[src/scope_pkg.sv]
`default_nettype none

package scope_pkg;

  // one ADC reading
  typedef logic [9:0] adc_t;

  // framebuffer coordinates
  typedef logic [4:0] fb_x_t;
  typedef logic [4:0] fb_y_t;

  // packed color, red in the top nibble
  typedef logic [11:0] pixel_t;
  typedef logic [3:0] color_t;

  localparam int FB_WIDTH = 32;
  localparam int FB_HEIGHT = 24;

  // miniature raster, one clock per pixel
  localparam int H_TOTAL = 40;
  localparam int H_SYNC_START = 34;
  localparam int H_SYNC_END = 37;
  localparam int V_TOTAL = 48;
  localparam int V_SYNC_START = 26;
  localparam int V_SYNC_END = 27;

  localparam pixel_t PIXEL_ON = '1;
  localparam pixel_t PIXEL_OFF = '0;

endpackage

`default_nettype wire

[src/adc_sample.sv]
`timescale 1ns/100ps
`default_nettype none

module adc_sample (
  input  logic            clk,
  input  logic            reset,
  input  logic            sample,
  input  scope_pkg::adc_t adc_x,
  input  scope_pkg::adc_t adc_y,
  output logic            plot,
  output scope_pkg::fb_x_t plot_x,
  output scope_pkg::fb_y_t plot_y
);
  import scope_pkg::*;

  // keep only the top bits of each reading
  localparam int X_SHIFT = $bits(adc_t) - $bits(fb_x_t);
  localparam int Y_SHIFT = $bits(adc_t) - $bits(fb_y_t);

  fb_x_t scaled_x;
  fb_y_t scaled_y;
  logic  on_screen;

  assign scaled_x = fb_x_t'(adc_x >> X_SHIFT);
  assign scaled_y = fb_y_t'(adc_y >> Y_SHIFT);

  // every column exists, only the lower rows do
  assign on_screen = (scaled_y < FB_HEIGHT);

  always_ff @(posedge clk) begin
    if (reset) begin
      plot <= 1'b0;
    end else begin
      plot <= sample & on_screen;
    end
  end

  // coordinates only change on a strobe
  always_ff @(posedge clk) begin
    if (sample) begin
      plot_x <= scaled_x;
      plot_y <= scaled_y;
    end
  end

endmodule

`default_nettype wire

[config.mk]
export PLATFORM = sky130hd
export DESIGN_NAME = adc_sample
export DESIGN_NICKNAME = d
export VERILOG_FILES = /design/src/scope_pkg.sv /design/src/adc_sample.sv
export SDC_FILE = /design/constraint.sdc
export NUM_CORES = 1
export LEC_CHECK = 0
export BUFFER_PORTS_ARGS = -buffer_cell sky130_fd_sc_hd__buf_2
export CAP_MARGIN = 40
export CORE_AREA = 2 2 39 41
export CTS_BUF_LIST = sky130_fd_sc_hd__clkbuf_8
export DETAILED_ROUTE_END_ITERATION = 6
export DIE_AREA = 0 0 41 43
export HOLD_SLACK_MARGIN = 0.15
export RECOVER_POWER = 25
export SKIP_LAST_GASP = 1
export SLEW_MARGIN = 25
export SYNTH_ARGS = -nofsm -noshare
export SYNTH_HDL_FRONTEND = slang
export SYNTH_SLANG_ARGS = --single-unit
export TNS_END_PERCENT = 30
[constraint.sdc]
create_clock -name clk -period 1.09 [get_ports clk]
set_input_delay 0.218 -clock clk [delete_from_list [all_inputs] [get_ports clk]]
set_output_delay 0.218 -clock clk [all_outputs]
set_load 0.005 [all_outputs]
* Yosys cells after proc, flatten, opt, wreduce, memory -nomap -nowiden *
Index checks and enable logic that the tools add are counted.

cells by class
  magnitude comparators = 1
  bitwise gates (word level) = 1

operators with widths
  kind                                               number
  5-bit less-than comparator, second input constant  1
  1-bit bitwise AND                                  1

storage, ports and cells
  register bits = 11
  input bits = 23
  output and inout port bits = 11
  logic and storage cells = 5

* Depth between registers and ports, before layout *
  word-level depth = 2
  mapped depth = 2
  mapped depth without buffers = 2

* Least setup slack after synthesis *
OpenSTA, ideal clock, no wires.

  path kind = flip-flop to output port
  start point = register plot_x[0]
  end point = output port plot_x[0]
  arrival = 0.355 ns
  required time = 0.872 ns
  slack = 0.517 ns
  stages on the path, launching flop included = 1
  buffers on the path = 0
  cell sequence = edfxtp_1

RTL lines
  what                      RTL line          RTL
  start: declaration        adc_sample.sv:11  output scope_pkg::fb_x_t plot_x,
  start signal: assignment  adc_sample.sv:41  plot_x <= scaled_x;

No word-level cell between the ends.

* Worst setup path after layout *
  start point = register plot_x[3]
  end point = output port plot_x[3]

No word-level cell between the ends.

==> impl_metrics.tcl <==
set metrics [dict create \
    ys_ff_latch 11 \
    die_h_um 43 \
    first_global_vias 260 \
    finish.net_count 64 \
    tns_ns 0 \
    yosysWarnings 0 \
    clockBufferDepth 2 \
    htree_levels 1 \
    antenna_found_initial 0 \
    port_buffers 23 \
    p_leak_nw 0.232 \
    ir_drop_v 0.000673 \
    cts_sinks 11 \
    layout_commonest_cell "buf_2" \
    final_cell_mix "buf_2, edfxtp_1, clkbuf_8" \
    slowest_stage "edfxtp_1" \
    seq_area_frac_synth_pct 95.2 \
    crit_path_max_fanout 1 \
    hold_path_startpoint "reset" \
    netlist_instances 13 \
    power_density_nw_per_um2 1830 \
    slew_violations 0 \
    cp.arrival_ns 0.73 \
    vias_per_cell 4.02 \
    final_hold_viol_count 0 \
    cp-start-kind "flip-flop" \
    die_width_um 41 \
    outcome "completed" \
    ant_nets 0 \
    grt_max_degree 12 \
    setup_viol 0 \
    fin_crit_ns 0.950 \
    finalCritPeriodShare_pct 87.1 \
    cts_tree "yes" \
    synth_cell_types 4 \
    syn_area_per_cell_um2 25.9 \
    drt_pass1_iterations 2 \
    crit_chain "buf_2" \
    row_count 14 \
    grt_overflow 0 \
    layout-drive-gt1-share_pct 67.5 \
    post_cts_buffers 0 \
    cp.buffers_inverters 1 \
    syn_nets 36 \
    die-area_um2 1760 \
    worstMarginPinSlew_ns 0.235 \
    path_delay_family "flip-flops" \
    drtIter0Drc 2 \
    initial_utilization_pct 24.3 \
    critPathKind "flip-flop to output pin" \
    area_growth_pct 53.5 \
    grt_setup_unrepaired "false" \
    multi_input_area_um2 12.5 \
    hold_depth 2 \
    final_cell_area_um2 517 \
    totalWireLength_um 642 \
    slew_headroom_pct 84.3 \
    route.detailed.drc 0 \
    dpl_cell_area_um2 472 \
    cts-resized-gates 0 \
    root_buffer "clkbuf_8" \
    maxCapViolations 0 \
    core_um2 1380 \
    cts_buffers 3 \
    register_area_um2 320 \
    gp_congestion 0.565 \
    antenna_cells 0 \
    worst_setup_path_end_kind "output pin" \
    required_ns 0.87 \
    wl_per_cell_um 11.5 \
    clkTransAtPathRegs_ns 0.05 \
    grt_pass1_wl_um 986 \
    hold_path.class "input pin to flip-flop" \
    hold_buffers 0 \
    num_vias 225 \
    hold_path_end "plot" \
    grtUsageTotal_pct 8.89 \
    synth_area_um2 337 \
    n_fill_cell 135 \
    max_stage_delay_ns 0.37 \
    fmax_ghz 1.05 \
    place_hpwl_um 525 \
    io_pins 34 \
]
## through the flow
step                util, %  std cells  total power, mW  setup slack (ns)  hold WS, ns
CTS                    37.3         56            0.971             0.124        0.154
global route           37.3         56            0.991             0.106        0.156
floorplan                 -         13            0.520             0.517        0.290
finish                 37.3         56            0.946             0.140        0.160
detailed placement     34.1         52            0.581             0.311        0.396
global placement       34.1         52            0.579             0.325        0.394
## worst max path at each step
stage / to / cells past startpoint / from / slack, ns
floorplan: plot_x[0] / 0 / plot_x[0] / 0.52
global placement: plot_x[0] / 1 / sample / 0.33
detailed placement: plot_x[0] / 1 / sample / 0.31
CTS: plot_x[3] / 1 / plot_x[3] / 0.12
global route: plot_x[1] / 1 / plot_x[1] / 0.11
finish: plot_x[3] / 1 / plot_x[3] / 0.14
## sequential cells by signal, summed over array words and instances (netlist names)
name    count
plot_y      5
plot        1
plot_x      5
## final cells by class
| cell class | count | area share [%] |
|---|---|---|
| flip-flops and latches | 11 | 62.0 |
| repair buffers | 23 | 22.3 |
| clock buffers | 3 | 7.99 |
| well taps | 16 | 3.87 |
| multi-input cells | 1 | 2.42 |
| clock inverters | 1 | 0.726 |
| inverters | 1 | 0.726 |
## where the power goes
group | total [mW] | leakage, nW | switching, mW | internal [mW]
sequential | 0.504 | 0.106 | 0.00704 | 0.497
clock | 0.374 | 0.0269 | 0.129 | 0.245
combinational | 0.0674 | 0.0987 | 0.0311 | 0.0362
## layer usage
| layer | global-route usage [%] | routed length [µm] |
|---|---|---|
| met4 | 8.00 | 0 |
| met2 | 12.8 | 283 |
| met1 | 9.18 | 240 |
| met3 | 3.66 | 118 |
| met5 | 0 | 0 |
## synthesized netlist by cell type
cell type	number	share of area, %
a211oi_2	1	3.7
inv_1	1	1.1
edfxtp_1	10	89
dfxtp_1	1	5.9
## kinds of logic (layout without fill, tap and decap cells)
logic type	Yosys count	count (layout)	share of synthesized area, %
buffers and inverters	1	28	1.11
AOI/OAI and AO/OA	1	1	3.72
DFF	11	11	95.2
Note: power is estimated with default switching activity, not from simulation.
