--- config.mk ---
export PLATFORM = sky130hd
export DESIGN_NAME = fb_plot_flat
export DESIGN_NICKNAME = d
export VERILOG_FILES = /design/src/scope_pkg.sv /design/src/fb_write_if.sv /design/src/fb_plot.sv /design/src/flat_wrapper.sv
export SDC_FILE = /design/constraint.sdc
export NUM_CORES = 1
export LEC_CHECK = 0
export ABC_AREA = 1
export BUFFER_PORTS_ARGS = -buffer_cell sky130_fd_sc_hd__buf_2
export CAP_MARGIN = 20
export CELL_PAD_IN_SITES_DETAIL_PLACEMENT = 2
export CELL_PAD_IN_SITES_GLOBAL_PLACEMENT = 2
export CORE_MARGIN = 2
export CORE_UTILIZATION = 30
export CTS_BUF_LIST = sky130_fd_sc_hd__clkbuf_8
export CTS_CLUSTER_DIAMETER = 50
export DETAILED_ROUTE_END_ITERATION = 8
export HOLD_SLACK_MARGIN = 0.12
export PLACE_DENSITY_LB_ADDON = 0.1
export SYNTH_ARGS = -nofsm -noshare
export SYNTH_HDL_FRONTEND = slang
export SYNTH_SLANG_ARGS = --single-unit
--- constraint.sdc ---
create_clock -name clk -period 4.1 [get_ports clk]
set_input_delay 0.82 -clock clk [delete_from_list [all_inputs] [get_ports clk]]
set_output_delay 0.82 -clock clk [all_outputs]
set_load 0.1 [all_outputs]
--- src/scope_pkg.sv ---
`default_nettype none

package scope_pkg;

  // one ADC reading
  typedef logic [9:0] adc_t;

  // framebuffer coordinates
  typedef logic [4:0] fb_x_t;
  typedef logic [4:0] fb_y_t;

  // packed color, red in the top nibble
  typedef logic [11:0] pixel_t;
  typedef logic [3:0] color_t;

  localparam int FB_WIDTH = 32;
  localparam int FB_HEIGHT = 24;

  // miniature raster, one clock per pixel
  localparam int H_TOTAL = 40;
  localparam int H_SYNC_START = 34;
  localparam int H_SYNC_END = 37;
  localparam int V_TOTAL = 48;
  localparam int V_SYNC_START = 26;
  localparam int V_SYNC_END = 27;

  localparam pixel_t PIXEL_ON = '1;
  localparam pixel_t PIXEL_OFF = '0;

endpackage

`default_nettype wire

--- src/fb_write_if.sv ---
`timescale 1ns/100ps
`default_nettype none

interface fb_write_if;
  import scope_pkg::*;

  // one pixel write per cycle while we is high
  logic we;
  fb_x_t x;
  fb_y_t y;
  pixel_t color;

  modport writer (
    output we, x, y, color
  );

  modport memory (
    input we, x, y, color
  );

endinterface

`default_nettype wire

--- src/fb_plot.sv ---
`timescale 1ns/100ps
`default_nettype none

module fb_plot #(
  parameter int P_FRAMES = 4
) (
  input  logic             clk,
  input  logic             reset,
  input  logic             plot,
  input  scope_pkg::fb_x_t plot_x,
  input  scope_pkg::fb_y_t plot_y,
  input  logic             vblank_start,
  fb_write_if.writer       wr
);
  import scope_pkg::*;

  // at least one bit, even for a clear on every frame
  localparam int FRAME_BITS = (P_FRAMES > 1) ? $clog2(P_FRAMES) : 1;
  localparam logic [FRAME_BITS-1:0] LAST_FRAME = FRAME_BITS'(P_FRAMES - 1);

  logic [FRAME_BITS-1:0] frame;
  logic                  clearing;
  fb_x_t                 clr_x;
  fb_y_t                 clr_y;
  logic                  clr_last;

  assign clr_last = (clr_x == fb_x_t'(FB_WIDTH - 1)) && (clr_y == fb_y_t'(FB_HEIGHT - 1));

  // persistence counter, starts on the last frame so the first vblank clears
  always_ff @(posedge clk) begin
    if (reset) begin
      frame <= LAST_FRAME;
    end else if (vblank_start) begin
      if (frame == LAST_FRAME) begin
        frame <= '0;
      end else begin
        frame <= frame + 1'b1;
      end
    end
  end

  // clear sweep in row-major order
  always_ff @(posedge clk) begin
    if (reset) begin
      clearing <= 1'b0;
      clr_x <= '0;
      clr_y <= '0;
    end else if (clearing) begin
      if (clr_x == fb_x_t'(FB_WIDTH - 1)) begin
        clr_x <= '0;
        if (clr_last) begin
          clr_y <= '0;
          clearing <= 1'b0;
        end else begin
          clr_y <= clr_y + 1'b1;
        end
      end else begin
        clr_x <= clr_x + 1'b1;
      end
    end else if (vblank_start && frame == LAST_FRAME) begin
      clearing <= 1'b1;
    end
  end

  // plots arriving during a sweep are lost
  always_ff @(posedge clk) begin
    if (reset) begin
      wr.we <= 1'b0;
    end else begin
      wr.we <= clearing | plot;
    end
  end

  always_ff @(posedge clk) begin
    if (clearing) begin
      wr.x <= clr_x;
      wr.y <= clr_y;
      wr.color <= PIXEL_OFF;
    end else begin
      wr.x <= plot_x;
      wr.y <= plot_y;
      wr.color <= PIXEL_ON;
    end
  end

endmodule

`default_nettype wire

--- src/flat_wrapper.sv ---
// flat-port wrapper written by rule: the top's interface ports become plain ports
module fb_plot_flat import scope_pkg::*;
#(
  parameter int P_FRAMES = 4
)
  (clk, reset, plot, plot_x, plot_y, vblank_start, wr_we, wr_x, wr_y, wr_color);
  fb_write_if wr_i ();
  input  logic clk;
  input  logic reset;
  input  logic plot;
  input  scope_pkg::fb_x_t plot_x;
  input  scope_pkg::fb_y_t plot_y;
  input  logic vblank_start;
  output wire logic [$bits(wr_i.we)-1:0] wr_we;
  output wire logic [$bits(wr_i.x)-1:0] wr_x;
  output wire logic [$bits(wr_i.y)-1:0] wr_y;
  output wire logic [$bits(wr_i.color)-1:0] wr_color;
  assign wr_we = wr_i.we;
  assign wr_x = wr_i.x;
  assign wr_y = wr_i.y;
  assign wr_color = wr_i.color;
  fb_plot #(.P_FRAMES(P_FRAMES)) u_core (.clk(clk), .reset(reset), .plot(plot), .plot_x(plot_x), .plot_y(plot_y), .vblank_start(vblank_start), .wr(wr_i));
endmodule
Yosys cells after proc, flatten, opt, wreduce, memory -nomap -nowiden
Cells that the tools add are included.
- flip-flop bits (word level): 36
- bits of input ports: 14
- output and inout bits: 23
- logic and storage cells: 28
- $add $sub $neg: 3
- eq/ne operators: 3
- multiplexer cells: 10
- bitwise logic cells: 1
- reduce and logical (&&, ||, !) cells: 3
- operators by type and width (operator ; count):
    5-bit two-way mux ; 4
    12-bit two-way mux ; 1
    5-bit by 1-bit adder with 5-bit output (second input constant) ; 2
    5-bit == test (second input constant) ; 2
    1-bit two-way mux ; 4
    2-bit by 1-bit adder with 2-bit output (second input constant) ; 1
    2-bit == test (second input constant) ; 1
    1-bit logical AND ; 2
    2-bit two-way mux ; 1
    2-bit AND reduction ; 1
    1-bit OR ; 1

Logic depth before layout (Yosys ltp)
- depth in word-level cells: 5
- gate-level depth with buffers: 9

Least setup slack after synthesis
No wires, ideal clock.
- path kind: register to output
- start: reg u_core.wr.color[10]
- end: out wr_color[10]
- data arrival time: 1.536 ns
- data required time: 3.280 ns
- slack: 1.744 ns
- stages on the path, launching flop included: 2
- cells stage by stage: dfxtp_1 buf_4
- RTL lines (item ; RTL line ; text):
    start, declared ; fb_write_if.sv:14 ; output we, x, y, color
    start signal, assigned ; fb_plot.sv:78 ; wr.color <= PIXEL_OFF;
    start signal, assigned ; fb_plot.sv:82 ; wr.color <= PIXEL_ON;
    end, declared ; flat_wrapper.sv:17 ; output wire logic [$bits(wr_i.color)-1:0] wr_color;
No word-level cell between the ends.

Worst setup path after layout
- start: reg u_core.wr.color[10]
- end: out wr_color[10]
No word-level cell between the ends.

==> reports/metrics.csv <==
stage,metric,value,unit
die,row cnt,21,
route,DRT Pass-1 Iters,3,
yosys,Mapped Cells,136,
route,vias per inst,4.438,
pwr,Lkg Pwr,0.0005718,uW
final_layout,"leading cell type in the layout, fill and taps excluded",buf_2,
final_layout,final core area utilization,36.90,%
timing,RSZ-0062 raised after global routing,false,
final_layout,Ant. Diodes,0,
yosys,post-synthesis simple-gate area fraction,21.97,%
run_status,status,completed,
timing,clk_skew,3.820,ps
clock_network,CTS H-tree lvls,1,
worst_hold_path,Hold Startpoint,u_core.frame[1],
yosys,main combinational cell family by area after synthesis,simple AND/OR/NAND/NOR gates,
final_layout,area of the multi-input gates,405.4,um^2
final_layout,share of cells above drive strength 1,25.31,%
critical_path,Worst path slowest cell,buf_2,
die,area of the die,4042,um^2
place,port bufs,36,
critical_path,Worst path max stage delay,490,ps
clock_network,worst-case clock buffer depth,2,
yosys,Post-Synth XOR/XNOR Area,0,%
clock_network,cts hold-fix bufs,0,
yosys,post-synthesis sequential area ratio,47.00,%
critical_path,crit path launch type,flop,
yosys,Post-Synth Adder-Cell Area,5.875,%
die,Ports,37,
timing,Setup TNS Final,0,ps
timing,Tcrit/Tclk final,49.94,%
final_layout,fill count,443,
yosys,post-synthesis register bit count,25,
timing,Max Clock Freq,488.4,MHz
critical_path,reg2reg start,u_core.clr_x[0],
worst_hold_path,Worst Hold Class,flop to flop,
global_route,initial antenna violation count,0,
clock_network,Post-CTS Resized,0,
global_route,largest net degree at the start of global routing,22,
timing,Worst slew margin,61.33,%
yosys,Post-Syn Area,1065,um^2
clock_network,CTS Root Cell,clkbuf_8,
route,via count,923,
timing,fin crit period,2047,ps
critical_path,worst setup path startpoint,u_core.wr.color[10],
critical_path,CP endpoint kind,output port,
route,Initial DRC Count,5,
pwr,worst IR drop on VDD,206.4,uV
die,Core Region,3363,um^2
die,die height,63.58,um
critical_path,Crit Path Class,flop to output port,
critical_path,CP Cell Sequence,buf_2,
route,Routed WL,2.483,mm
timing,Final Max Tran Viols,0,
global_route,first-pass GRT wire length,4.298,mm
final_layout,area grow syn2layout,16.57,%
die,Die Span X,63.58,um
route,wire length per cell,11.94,um
pwr,Tot Pwr,619.2,uW
timing,Worst-Margin Slew,579.4,ps
place,placed instance count,204,
place,gpl congestion,0.7227,
yosys,YS warnings,0,
final_layout,register area,500.5,um^2
clock_network,CTS tree,yes,
critical_path,R2R Setup Slk,2420,ps
global_route,total grt overflow,0,
pwr,PD cells,498.9,nW/um^2
clock_network,clk slew on worst S/H paths,90,ps
timing,"Hold Violations, Final",0,
route,final antenna-violating net count,0,
yosys,post-synthesis mux area share,0,%
place,Post-DP HPWL,1.974,mm
timing,Final Setup Violations,0,
timing,fin worst setup slack,2053,ps
yosys,Yosys cell types,17,
global_route,number of global-route vias before repair,907,
route,DRC Markers,0,
critical_path,CP max FO,12,
yosys,syn avg cell area,7.829,um^2
flow_run,# Max-Cap Violations,0,
clock_network,Clock Latency Late Sink,270,ps
die,Initial Util,31.66,%
final_layout,Finished Layout Cells,208,
place,Setup WS pre-CTS,2328,ps
final_layout,fin nets,182,
critical_path,crit path DAT,1230,ps
yosys,"Net Count, Synth",155,
critical_path,WP buf/inv,1,
final_layout,highest-count cells in the layout ignoring fill and taps,"buf_2 (36), nand2_1 (31), dfxtp_1 (25)",
critical_path,CP required,3280,ps
clock_network,CTS sink count,25,
clock_network,Setup Buffers After CTS,0,
clock_network,CTS Buf Count,3,
global_route,Tot GR Track Use,13.61,%
yosys,Compound-Gate Fraction of Synth Area,10.22,%
critical_path,Top Family by Delay on Critical Path,buffers and inverters,
## area by class of cell
| cell class | count | area share, % |
|---|---|---|
| repair buffers | 36 | 14.52 |
| inverters | 14 | 4.234 |
| multi-input cells | 83 | 32.66 |
| clock buffers | 3 | 3.327 |
| flip-flops and latches | 25 | 40.32 |
| clock inverters | 1 | 0.3024 |
| well taps | 46 | 4.637 |
## worst paths after layout
kind	end	cells after the start
worst max-delay path	wr_color[10]	1
worst min register to register	u_core.frame[1]	2
worst max register to register	u_core.clr_y[0]	8
worst min-delay path	u_core.frame[1]	2
## state kept, by name (all words and copies together) (netlist names)
| register | flops |
|---|---|
| u_core.clr_x | 5 |
| u_core.clr_y | 5 |
| u_core.wr.we | 1 |
| u_core.wr.x | 5 |
| u_core.frame | 2 |
| u_core.wr.color | 1 |
| u_core.clearing | 1 |
| u_core.wr.y | 5 |
## stage by stage
step / area, um^2 / hold WS (ps)
floorplan: 1065 / 432.9
global placement: 1196 / 450.2
detailed placement: 1196 / 478.9
CTS: 1241 / 501.0
global route: 1241 / 528.5
finish: 1241 / 494.9
## Yosys cell counts, drive strengths merged
library cell / n / area [um^2]
o22ai: 1 / 6.260
ha: 5 / 62.56
nand3: 6 / 30.03
buf: 14 / 106.4
o21ai: 12 / 60.06
o31ai: 1 / 7.510
dfxtp: 25 / 500.5
inv: 14 / 52.55
nand2: 32 / 122.6
a21oi: 7 / 35.03
nor3: 4 / 25.02
nor2: 15 / 56.30
## logic make-up after synthesis
family          Yosys count
fa+ha+maj                 5
simple gates             57
flops                    25
buf+inv                  28
compound gates           21
## metal layers
metal,global-route usage [%],vias to the layer above,share of wire [%]
met5,0,-,0
met4,7.337,0,2.4
met3,3.393,5,7.0
met2,21.97,29,47
met1,16.52,421,44
li1,-,468,-
## power by group
group / internal [uW] / switching, uW / leakage [uW]
Clock: 67.1 / 77.6 / 0.0000269
Combinational: 27.4 / 178 / 0.000338
Sequential: 258 / 10.5 / 0.000207
Total: 353 / 266 / 0.000572
Power figures use the tool's default switching activity.
